### src/include/armPipe_config.svh
`ifndef ARMPIPE_CONFIG_SVH
`define ARMPIPE_CONFIG_SVH

`define ARM_XLEN 32
`define ARM_NREGS 16
`define ARM_RESET_PC 32'h0000_0000
`define ARM_WATCHDOG_CYCLES 4000

`endif

### src/armPipePkg.sv
`default_nettype none

`include "armPipe_config.svh"

package armPipePkg;

    typedef enum logic [2:0] {
        OP_AND, OP_SUB, OP_ADD, OP_ORR, OP_MOV, OP_CMP
    } aluOpT;

    // ARM condition field encoding. NV is not supported.
    typedef enum logic [3:0] {
        COND_EQ, COND_NE, COND_CS, COND_CC, COND_MI, COND_PL, COND_VS, COND_VC,
        COND_HI, COND_LS, COND_GE, COND_LT, COND_GT, COND_LE, COND_AL
    } condT;

    typedef struct packed {
        logic  regWrite;
        logic  memToReg;
        logic  memWrite;
        logic  memRead;
        logic  branch;
        logic  aluSrcImm;
        logic  setFlags;
        aluOpT aluOp;
        logic  useRn;
    } ctrlT;

    typedef struct packed {
        logic [`ARM_XLEN-1:0] instr;
        logic [`ARM_XLEN-1:0] pc;
    } fetchDecodeT;

    typedef struct packed {
        ctrlT                 ctrl;
        condT                 cond;
        logic [`ARM_XLEN-1:0] rd1;
        logic [`ARM_XLEN-1:0] rd2;
        logic [`ARM_XLEN-1:0] imm;
        logic [`ARM_XLEN-1:0] pc;
        logic [3:0]           ra1;
        logic [3:0]           ra2;
        logic [3:0]           wa;
    } decodeExecT;

    typedef struct packed {
        ctrlT                 ctrl;
        logic [`ARM_XLEN-1:0] aluResult;
        logic [`ARM_XLEN-1:0] writeData;
        logic [3:0]           wa;
    } execMemT;

    typedef struct packed {
        ctrlT                 ctrl;
        logic [`ARM_XLEN-1:0] readData;
        logic [`ARM_XLEN-1:0] aluOut;
        logic [3:0]           wa;
    } memWbT;

    typedef struct packed {
        logic [`ARM_XLEN-1:0] adr;
        logic [`ARM_XLEN-1:0] dat;
        logic                 we;
    } wbReqT;

endpackage

`default_nettype wire

### src/armPipeTop.sv
`timescale 1ns/1ps
`default_nettype none

`include "armPipe_config.svh"

module armPipeTop import armPipePkg::*; (
    input  logic                 clk,
    input  logic                 reset,
    output logic [`ARM_XLEN-1:0] instrAddr,
    input  logic [`ARM_XLEN-1:0] instrData,
    output logic                 wbCyc,
    output logic                 wbStb,
    output logic                 wbWe,
    output logic [`ARM_XLEN-1:0] wbAdr,
    output logic [`ARM_XLEN-1:0] wbDatW,
    input  logic [`ARM_XLEN-1:0] wbDatR,
    input  logic                 wbAck
);
    fetchDecodeT fdIn, fdOut;
    decodeExecT  deIn, deOut;
    execMemT     emIn, emOut;
    memWbT       mwIn, mwOut;
    ctrlT        ctrlD, ctrlQ;
    condT        condD;
    logic [3:0]  ra1D, ra2D, waD;
    logic [1:0]  fwdA, fwdB;
    logic [`ARM_XLEN-1:0] pcF, pcNext, immD, rd1D, rd2D, resultW, readDataM;
    logic [`ARM_XLEN-1:0] aluResultE, writeDataE, branchTargetE;
    logic branchTaken, busy, stallF, stallD, flushD, flushE, stallAll;

    assign instrAddr = pcF;
    assign pcNext = branchTaken ? branchTargetE : pcF + 'd4;
    assign fdIn = '{instr: instrData, pc: pcF};
    assign deIn = '{ctrl: ctrlD, cond: condD, rd1: rd1D, rd2: rd2D, imm: immD,
                    pc: fdOut.pc, ra1: ra1D, ra2: ra2D, wa: waD};
    assign emIn = '{ctrl: ctrlQ, aluResult: aluResultE, writeData: writeDataE, wa: deOut.wa};
    assign mwIn = '{ctrl: emOut.ctrl, readData: readDataM, aluOut: emOut.aluResult,
                    wa: emOut.wa};
    assign resultW = mwOut.ctrl.memToReg ? mwOut.readData : mwOut.aluOut;

    hazardControl hazardControl_inst (
        .ra1E(deOut.ra1), .ra2E(deOut.ra2), .waM(emOut.wa), .waW(mwOut.wa),
        .waE(deOut.wa), .ra1D(ra1D), .ra2D(ra2D),
        .ctrlE(deOut.ctrl), .ctrlM(emOut.ctrl), .ctrlW(mwOut.ctrl),
        .branchTaken(branchTaken), .busy(busy), .fwdA(fwdA), .fwdB(fwdB),
        .stallF(stallF), .stallD(stallD), .flushD(flushD), .flushE(flushE),
        .stallAll(stallAll)
    );

    instrDecoder instrDecoder_inst (
        .instr(fdOut.instr), .ctrl(ctrlD), .cond(condD), .imm(immD),
        .ra1(ra1D), .ra2(ra2D), .wa(waD)
    );

    registerFile registerFile_inst (
        .clk(clk), .ra1(ra1D), .ra2(ra2D), .rd1(rd1D), .rd2(rd2D),
        .we(mwOut.ctrl.regWrite), .wa(mwOut.wa), .wd(resultW)
    );

    executeUnit executeUnit_inst (
        .clk(clk), .reset(reset), .de(deOut), .fwdA(fwdA), .fwdB(fwdB),
        .fwdM(emOut.aluResult), .fwdW(resultW), .stallAll(stallAll),
        .aluResult(aluResultE), .writeData(writeDataE), .branchTarget(branchTargetE),
        .branchTaken(branchTaken), .ctrlQualified(ctrlQ)
    );

    stageRegisters stageRegisters_inst (
        .clk(clk), .reset(reset), .stallF(stallF), .stallD(stallD), .flushD(flushD),
        .flushE(flushE), .stallAll(stallAll), .pcNext(pcNext), .pcF(pcF),
        .fdIn(fdIn), .fdOut(fdOut), .deIn(deIn), .deOut(deOut),
        .emIn(emIn), .emOut(emOut), .mwIn(mwIn), .mwOut(mwOut)
    );

    dataBusMaster dataBusMaster_inst (
        .clk(clk), .reset(reset), .em(emOut), .readData(readDataM), .busy(busy),
        .wbCyc(wbCyc), .wbStb(wbStb), .wbWe(wbWe), .wbAdr(wbAdr), .wbDatW(wbDatW),
        .wbDatR(wbDatR), .wbAck(wbAck)
    );

endmodule

`default_nettype wire

### src/dataBusMaster.sv
`timescale 1ns/1ps
`default_nettype none

`include "armPipe_config.svh"

module dataBusMaster import armPipePkg::*; (
    input  logic                 clk,
    input  logic                 reset,
    input  execMemT              em,
    output logic [`ARM_XLEN-1:0] readData,
    output logic                 busy,
    output logic                 wbCyc,
    output logic                 wbStb,
    output logic                 wbWe,
    output logic [`ARM_XLEN-1:0] wbAdr,
    output logic [`ARM_XLEN-1:0] wbDatW,
    input  logic [`ARM_XLEN-1:0] wbDatR,
    input  logic                 wbAck
);
    // WAIT is the dead cycle after an ack.
    typedef enum logic {IDLE, WAIT} busStateT;

    busStateT state;
    wbReqT    req;
    logic     memOp;

    assign memOp = em.ctrl.memRead || em.ctrl.memWrite;
    assign req = '{adr: em.aluResult, dat: em.writeData, we: em.ctrl.memWrite};

    always_ff @(posedge clk) begin
        if (reset) begin
            state <= IDLE;
        end else if (state == WAIT) begin
            state <= IDLE;
        end else if (wbCyc && wbAck) begin
            state <= WAIT;
        end
    end

    // The stage register is frozen while busy, which keeps the request stable.
    assign wbCyc = (state == IDLE) && memOp;
    assign wbStb = wbCyc;
    assign wbWe = req.we;
    assign wbAdr = req.adr;
    assign wbDatW = req.dat;
    assign busy = memOp && !(wbCyc && wbAck);

    // memWb loads on the ack edge, so the slave data goes straight through.
    assign readData = wbDatR;

endmodule

`default_nettype wire

### src/executeUnit.sv
`timescale 1ns/1ps
`default_nettype none

`include "armPipe_config.svh"

module executeUnit import armPipePkg::*; (
    input  logic                 clk,
    input  logic                 reset,
    input  decodeExecT           de,
    input  logic [1:0]           fwdA,
    input  logic [1:0]           fwdB,
    input  logic [`ARM_XLEN-1:0] fwdM,
    input  logic [`ARM_XLEN-1:0] fwdW,
    input  logic                 stallAll,
    output logic [`ARM_XLEN-1:0] aluResult,
    output logic [`ARM_XLEN-1:0] writeData,
    output logic [`ARM_XLEN-1:0] branchTarget,
    output logic                 branchTaken,
    output ctrlT                 ctrlQualified
);
    logic [`ARM_XLEN-1:0] srcA, srcB, opB;
    logic [`ARM_XLEN:0]   sum;
    logic [3:0]           flags, newFlags;
    logic                 isSub, condPass, n, z, c, v;

    function automatic logic [`ARM_XLEN-1:0] pickOperand(input logic [1:0] sel,
            input logic [`ARM_XLEN-1:0] regVal, mVal, wVal);
        case (sel)
            2'b10: return mVal;
            2'b01: return wVal;
            default: return regVal;
        endcase
    endfunction

    assign {n, z, c, v} = flags;
    assign srcA = de.ctrl.useRn ? pickOperand(fwdA, de.rd1, fwdM, fwdW) : '0;
    assign writeData = pickOperand(fwdB, de.rd2, fwdM, fwdW);
    assign srcB = de.ctrl.aluSrcImm ? de.imm : writeData;

    // Subtraction as A + ~B + 1, so the carry out is ARM's no-borrow C.
    assign isSub = (de.ctrl.aluOp == OP_SUB) || (de.ctrl.aluOp == OP_CMP);
    assign opB = isSub ? ~srcB : srcB;
    assign sum = {1'b0, srcA} + {1'b0, opB} + isSub;

    always_comb begin
        case (de.ctrl.aluOp)
            OP_AND: aluResult = srcA & srcB;
            OP_ORR: aluResult = srcA | srcB;
            OP_MOV: aluResult = srcB;
            default: aluResult = sum[`ARM_XLEN-1:0];
        endcase
        // Logical ops leave C and V alone.
        newFlags = {aluResult[`ARM_XLEN-1], aluResult == '0, c, v};
        if (de.ctrl.aluOp inside {OP_ADD, OP_SUB, OP_CMP}) begin
            newFlags[1] = sum[`ARM_XLEN];
            newFlags[0] = (srcA[`ARM_XLEN-1] == opB[`ARM_XLEN-1]) &&
                          (sum[`ARM_XLEN-1] != srcA[`ARM_XLEN-1]);
        end
    end

    always_comb begin
        case (de.cond)
            COND_EQ: condPass = z;
            COND_NE: condPass = !z;
            COND_CS: condPass = c;
            COND_CC: condPass = !c;
            COND_MI: condPass = n;
            COND_PL: condPass = !n;
            COND_VS: condPass = v;
            COND_VC: condPass = !v;
            COND_HI: condPass = c && !z;
            COND_LS: condPass = !c || z;
            COND_GE: condPass = (n == v);
            COND_LT: condPass = (n != v);
            COND_GT: condPass = !z && (n == v);
            COND_LE: condPass = z || (n != v);
            COND_AL: condPass = 1'b1;
            default: condPass = 1'b0;
        endcase
    end

    always_comb begin
        ctrlQualified = de.ctrl;
        if (!condPass) begin
            ctrlQualified.regWrite = 1'b0;
            ctrlQualified.memWrite = 1'b0;
            ctrlQualified.memRead = 1'b0;
            ctrlQualified.branch = 1'b0;
        end
    end

    always_ff @(posedge clk) begin
        if (reset) begin
            flags <= '0;
        end else if (!stallAll && condPass && de.ctrl.setFlags) begin
            flags <= newFlags;
        end
    end

    assign branchTaken = de.ctrl.branch && condPass;
    assign branchTarget = de.pc + 'd8 + de.imm;

endmodule

`default_nettype wire

### src/hazardControl.sv
`timescale 1ns/1ps
`default_nettype none

module hazardControl import armPipePkg::*; (
    input  logic [3:0] ra1E,
    input  logic [3:0] ra2E,
    input  logic [3:0] waM,
    input  logic [3:0] waW,
    input  logic [3:0] waE,
    input  logic [3:0] ra1D,
    input  logic [3:0] ra2D,
    input  ctrlT       ctrlE,
    input  ctrlT       ctrlM,
    input  ctrlT       ctrlW,
    input  logic       branchTaken,
    input  logic       busy,
    output logic [1:0] fwdA,
    output logic [1:0] fwdB,
    output logic       stallF,
    output logic       stallD,
    output logic       flushD,
    output logic       flushE,
    output logic       stallAll
);
    logic loadUse;

    // Select 2'b10 takes the memory stage, 2'b01 the writeback stage.
    assign fwdA = (ctrlM.regWrite && waM == ra1E) ? 2'b10 :
                  (ctrlW.regWrite && waW == ra1E) ? 2'b01 : 2'b00;
    assign fwdB = (ctrlM.regWrite && waM == ra2E) ? 2'b10 :
                  (ctrlW.regWrite && waW == ra2E) ? 2'b01 : 2'b00;

    assign loadUse = ctrlE.memRead && (waE == ra1D || waE == ra2D);

    // A taken branch overrides the load-use hold.
    assign stallF = loadUse && !branchTaken;
    assign stallD = loadUse && !branchTaken;
    assign flushD = branchTaken;
    assign flushE = branchTaken || loadUse;
    assign stallAll = busy;

endmodule

`default_nettype wire

### src/instrDecoder.sv
`timescale 1ns/1ps
`default_nettype none

`include "armPipe_config.svh"

module instrDecoder import armPipePkg::*; (
    input  logic [`ARM_XLEN-1:0] instr,
    output ctrlT                 ctrl,
    output condT                 cond,
    output logic [`ARM_XLEN-1:0] imm,
    output logic [3:0]           ra1,
    output logic [3:0]           ra2,
    output logic [3:0]           wa
);
    aluOpT dpOp;
    logic  dpValid;

    assign cond = condT'(instr[31:28]);

    always_comb begin
        dpValid = 1'b1;
        dpOp = OP_AND;
        case (instr[24:21])
            4'b0000: dpOp = OP_AND;
            4'b0010: dpOp = OP_SUB;
            4'b0100: dpOp = OP_ADD;
            4'b1100: dpOp = OP_ORR;
            4'b1101: dpOp = OP_MOV;
            4'b1010: dpOp = OP_CMP;
            default: dpValid = 1'b0;
        endcase
        // CMP needs S, and no shift or rotate amount is allowed.
        if (dpOp == OP_CMP && !instr[20]) dpValid = 1'b0;
        if (instr[25] ? (instr[11:8] != 4'h0) : (instr[11:4] != 8'h00)) dpValid = 1'b0;
    end

    always_comb begin
        ctrl = '0;
        imm = '0;
        ra1 = instr[19:16];
        ra2 = instr[3:0];
        wa = instr[15:12];
        // An all-zero word is a flushed slot.
        if (instr != '0 && instr[31:28] != 4'hF) begin
            if (instr[27:26] == 2'b00 && dpValid) begin
                ctrl.regWrite = (dpOp != OP_CMP);
                ctrl.aluSrcImm = instr[25];
                ctrl.setFlags = instr[20];
                ctrl.aluOp = dpOp;
                ctrl.useRn = (dpOp != OP_MOV);
                imm = {24'h0, instr[7:0]};
            end else if (instr[27:26] == 2'b01 && instr[25:21] == 5'b01100) begin
                ctrl.regWrite = instr[20];
                ctrl.memToReg = instr[20];
                ctrl.memRead = instr[20];
                ctrl.memWrite = !instr[20];
                ctrl.aluSrcImm = 1'b1;
                ctrl.aluOp = OP_ADD;
                ctrl.useRn = 1'b1;
                imm = {20'h0, instr[11:0]};
                if (!instr[20]) ra2 = instr[15:12];
            end else if (instr[27:24] == 4'b1010) begin
                ctrl.branch = 1'b1;
                imm = {{6{instr[23]}}, instr[23:0], 2'b00};
            end
        end
    end

endmodule

`default_nettype wire

### src/registerFile.sv
`timescale 1ns/1ps
`default_nettype none

`include "armPipe_config.svh"

module registerFile (
    input  logic                 clk,
    input  logic [3:0]           ra1,
    input  logic [3:0]           ra2,
    output logic [`ARM_XLEN-1:0] rd1,
    output logic [`ARM_XLEN-1:0] rd2,
    input  logic                 we,
    input  logic [3:0]           wa,
    input  logic [`ARM_XLEN-1:0] wd
);
    logic [`ARM_XLEN-1:0] regs [`ARM_NREGS];

    always_ff @(posedge clk) begin
        if (we) regs[wa] <= wd;
    end

    // Writeback and decode share a cycle, so the new value bypasses the array.
    assign rd1 = (we && wa == ra1) ? wd : regs[ra1];
    assign rd2 = (we && wa == ra2) ? wd : regs[ra2];

endmodule

`default_nettype wire

### src/stageRegisters.sv
`timescale 1ns/1ps
`default_nettype none

`include "armPipe_config.svh"

module stageRegisters import armPipePkg::*; (
    input  logic                 clk,
    input  logic                 reset,
    input  logic                 stallF,
    input  logic                 stallD,
    input  logic                 flushD,
    input  logic                 flushE,
    input  logic                 stallAll,
    input  logic [`ARM_XLEN-1:0] pcNext,
    output logic [`ARM_XLEN-1:0] pcF,
    input  fetchDecodeT          fdIn,
    output fetchDecodeT          fdOut,
    input  decodeExecT           deIn,
    output decodeExecT           deOut,
    input  execMemT              emIn,
    output execMemT              emOut,
    input  memWbT                mwIn,
    output memWbT                mwOut
);

    // A busy data bus freezes everything, including pending flushes.
    always_ff @(posedge clk) begin
        if (reset) begin
            pcF <= `ARM_RESET_PC;
        end else if (!stallAll && !stallF) begin
            pcF <= pcNext;
        end
    end

    always_ff @(posedge clk) begin
        if (reset) begin
            fdOut <= '0;
        end else if (!stallAll) begin
            if (flushD) begin
                fdOut <= '0;
            end else if (!stallD) begin
                fdOut <= fdIn;
            end
        end
    end

    // Decode to execute only flushes. A load-use stall leaves a bubble here.
    always_ff @(posedge clk) begin
        if (reset) begin
            deOut <= '0;
        end else if (!stallAll) begin
            deOut <= flushE ? '0 : deIn;
        end
    end

    always_ff @(posedge clk) begin
        if (reset) begin
            emOut <= '0;
            mwOut <= '0;
        end else if (!stallAll) begin
            emOut <= emIn;
            mwOut <= mwIn;
        end
    end

endmodule

`default_nettype wire

### config.mk
export PLATFORM = sky130hd
export DESIGN_NAME = armPipeTop
export DESIGN_NICKNAME = d
export VERILOG_FILES = /design/src/armPipePkg.sv /design/src/armPipeTop.sv /design/src/dataBusMaster.sv /design/src/executeUnit.sv /design/src/hazardControl.sv /design/src/instrDecoder.sv /design/src/registerFile.sv /design/src/stageRegisters.sv
export VERILOG_INCLUDE_DIRS = /design/src /design/src/include
export SDC_FILE = /design/constraint.sdc
export NUM_CORES = 2
export LEC_CHECK = 0
export ABC_CLOCK_PERIOD_IN_PS = 10100
export BUFFER_PORTS_ARGS = -buffer_cell sky130_fd_sc_hd__buf_2
export CAP_MARGIN = 0
export CORE_AREA = 2 2 316 443
export CTS_CLUSTER_SIZE = 8
export DETAILED_ROUTE_END_ITERATION = 8
export DIE_AREA = 0 0 318 445
export SLEW_MARGIN = 5
export SYNTH_ARGS = -nofsm -noshare
export SYNTH_HDL_FRONTEND = slang
export SYNTH_SLANG_ARGS = --single-unit
### constraint.sdc
create_clock -name clk -period 10.1 [get_ports clk]
set_input_delay 0 -clock clk [delete_from_list [all_inputs] [get_ports clk]]
set_output_delay 0 -clock clk [all_outputs]
set_load 0.005 [all_outputs]
==> impl_metrics.py <==
metrics = {
    "worst_hold_path": {
        "timing.hold.worst.start": "wbDatR[27]",
        "worstHoldPathType": "input pin to flip-flop",
    },
    "synth": {
        "yosys_warnings": 0,
        "synthFlopType": "edfxtp_1",
        "synthesis.instances": 4917,
        "proportion_of_synthesized_chip_area_in_sequential_cells_pct": 48.6,
        "synthDistinctLibCells": 98,
        "synth_enable_flop_cells": 512,
        "ys_ff_latch": 907,
        "synth_async_sr_flop_share_pct": 0,
        "postSynthNetCount": 5073,
        "syn_area_per_cell_um2": 9.74,
        "netlist_area_before_placement_um2": 47900,
    },
    "timing": {
        "post_route_clock_period_utilization_pct": 64.5,
        "setup-tns-final_ps": 0,
        "report.final.setup_viol": 0,
        "finalHoldViolCount": 0,
        "worst_slew_margin_rel_pct": 15.6,
        "slew_viol_final": 0,
        "maxClockFrequency_mhz": 153,
        "hold_slack_ps": 61.0,
        "final_period_minus_worst_setup_slack_ps": 6520,
        "tightest_slew_ps": 1260,
        "grt_setup_unrepaired": "no",
        "fin_skew_ps": 33.3,
        "timing.final.ws_setup_ps": 3580,
    },
    "final_layout": {
        "n_fill_cell": 13200,
        "mostFrequentLayoutCell": "nand2_1",
        "synthToLayoutAreaGrowth_pct": 13.4,
        "mostFrequentLayoutCells": "nand2_1 (906), edfxtp_1 (512), nor2_1 (432)",
        "layout.nets": 5078,
        "seqCellArea_um2": 23300,
        "drive_gt1_share_pct": 12.7,
        "multiInputGateArea_um2": 22600,
        "num_antenna_cells": 0,
    },
    "run": {
        "maxCapViolCount": 0,
    },
    "place": {
        "buffer_ports.inserted": 165,
        "gp_congestion": 0.973,
        "hpwlAfterDp_mm": 107,
        "preCtsSetupSlack_ps": 3760,
    },
    "global_route": {
        "first_global_vias": 37900,
        "grt_usage_pct": 22.7,
        "grt_start_max_net_pins": 206,
        "grt_first_pass_wirelength_mm": 245,
        "globalRoute.totalOverflow": 0,
        "grt_antenna_before_repair": 2,
    },
    "detailed_routing": {
        "totalWireLength_mm": 165,
        "vias": 39800,
        "route.detailed.vias_per_inst": 5.89,
        "initialDrtViolationCount": 4046,
        "route.antenna.remaining_nets": 0,
        "routedWlPerCell_um": 24.5,
        "post-route-drc-count": 0,
        "drtPass1Iterations": 6,
    },
    "setup_path": {
        "cp-start-kind": "flip-flop",
        "cpPeakStageDelay_ps": 880,
        "worstPathRequired_ps": 10700,
        "r2r_slack_ps": 3580,
        "worst_setup_path_end_kind": "flip-flop",
        "worstReg2RegStart": "stageRegisters_inst.mwOut[2]",
        "critPathKind": "flip-flop to flip-flop",
        "worst_setup_path_startpoint": "stageRegisters_inst.mwOut[2]",
        "cp.arrival_ps": 7120,
        "cp_cell_sequence": "xnor2_1, and3_1, a21oi_1, o31ai_1, mux2i_1, xnor2_1, ha_1, a21oi_1, nor2b_1, nor2_1, o21bai_1, maj3_1, maj3_1, a21oi_1, a21oi_1, o21ai_0, nor2_1, a211oi_1, and4bb_2, nand4_1, o21ai_1",
        "crit_top_cell": "a21oi_1",
        "crit_fanout": 16,
        "slowest_stage": "dfxtp_1",
    },
    "die": {
        "fp.dieH_um": 445,
        "floorplan.die_area_um2": 142000,
        "floorplan.core_area_um2": 137000,
        "start_util_pct": 34.9,
        "dieWidth_um": 318,
        "rows": 161,
        "pin_count": 166,
    },
    "clock_network": {
        "clock-root-buffer": "clkbuf_16",
        "clock_latency_ps": 760,
        "maximum_root_to_sink_buffer_count": 3,
        "postCtsResizedCells": 0,
        "clk_pin_slew_worst_paths_ps": 50,
        "htreeDepth": 4,
        "clock_sinks": 907,
        "cts-buffers-inserted": 131,
        "clock_tree_from_tritoncts": "built",
    },
    "outcome": {
        "status": "complete, no violations",
    },
    "power": {
        "worst_ir_drop_vdd_v": 0.000126,
        "cellPowerDensity_nw_per_um2": 158,
        "p_total_mw": 8.55,
        "leakage_nw": 20.0,
    },
}
sequential cells by signal, summed over array words and instances (netlist names), named ones only:
register                   flops
stageRegisters_inst.emOut     72
dataBusMaster_inst.state       1
stageRegisters_inst.deOut    148
stageRegisters_inst.mwOut     70
executeUnit_inst.flags         4
registerFile_inst.regs       512
stageRegisters_inst.pcF       32
stageRegisters_inst.fdOut     64
synth_stat cells (9+ instances only):
master	n	area share, %
o21ai_1	9	0.094
or3_1	12	0.16
nand4_1	23	0.30
a2111oi_0	15	0.27
dfxtp_1	395	17
and3_1	81	1.1
nand2_1	906	7.1
buf_4	66	1.0
mux2_2	14	0.33
and2_1	34	0.44
a311oi_1	103	1.9
a21o_1	36	0.56
clkbuf_1	318	2.5
nor4_1	19	0.25
o31ai_1	31	0.49
ha_1	87	2.3
a22oi_1	163	2.6
a31oi_1	46	0.60
mux4_2	160	7.5
nand3_1	222	2.3
buf_2	13	0.14
mux2i_1	60	1.3
nor2b_1	9	0.12
edfxtp_1	512	32
buf_1	55	0.43
a21oi_1	324	3.4
xor2_1	24	0.44
xnor2_1	80	1.5
nand2b_1	22	0.29
nor2_1	440	3.5
o21ai_0	185	1.9
a211oi_1	72	1.1
o311ai_0	13	0.24
inv_1	71	0.56
o21a_1	9	0.14
nor3_1	106	1.1
o21bai_1	15	0.24
worst max-delay path, delay by kind of cell (launching register included):
kind | cells | cell delay (ps)
AO/OA/AOI/OAI | 9 | 2310
XOR/XNOR | 2 | 400
adder cells (fa/ha/maj) | 3 | 1220
flip-flops | 1 | 880
multiplexers | 1 | 250
AND/OR/NAND/NOR | 6 | 1310
power breakdown:
group | internal, mW | total [mW] | switching (mW)
registers | 3.92 | 3.99 | 0.0670
clock network | 2.37 | 3.96 | 1.60
logic | 0.221 | 0.603 | 0.382
routing by layer:
metal  vias up  routed length (um)  track usage [%]
met5         -                  13                0
met4         2               11200             14.4
met2      1805               78800             37.9
met1     19600               63100             27.4
met3       414               12100             3.74
li1      18000                   -                -
repair_timing:
| action | CTS | global route |
|---|---|---|
| setup buffers | 0 | 0 |
| endpoints found under the hold margin | 120 | 0 |
| hold buffers | 87 | 0 |
| endpoints found under the setup margin | 0 | 0 |
worst paths after layout:
path / end / cells past startpoint
min: stageRegisters_inst.mwOut[63] / 4
max reg2reg: executeUnit_inst.flags[2] / 21
min reg2reg: stageRegisters_inst.mwOut[35] / 2
max: executeUnit_inst.flags[2] / 21
cells by family (layout without fill, tap and decap cells):
logic type / Yosys count / after routing / synth area share [%]
fa+ha+maj: 96 / 96 / 2.51
xor+xnor: 106 / 106 / 2.00
flops: 907 / 907 / 48.6
compound gates: 1118 / 1118 / 15.4
buf+inv: 528 / 574 / 4.74
simple gates: 1927 / 1927 / 17.6
mux: 235 / 235 / 9.14
layout make-up:
cell class	count	share of cell area (%)
sequential	907	42.9
multi-input combinational	3482	41.5
clock buffer	162	6.35
timing repair buffer	328	4.31
tap	1793	4.13
inverter	72	0.498
clock inverter	12	0.265
through the flow:
step	cell area (um^2)	utilization, %	std cells
after floorplan	47900	-	4917
after global placement	49800	36.3	6495
after detailed placement	49800	36.3	6495
after CTS	54300	39.6	6756
after global routing	54300	39.6	6756
final	54300	39.6	6756
(Power assumes the default switching activity.)
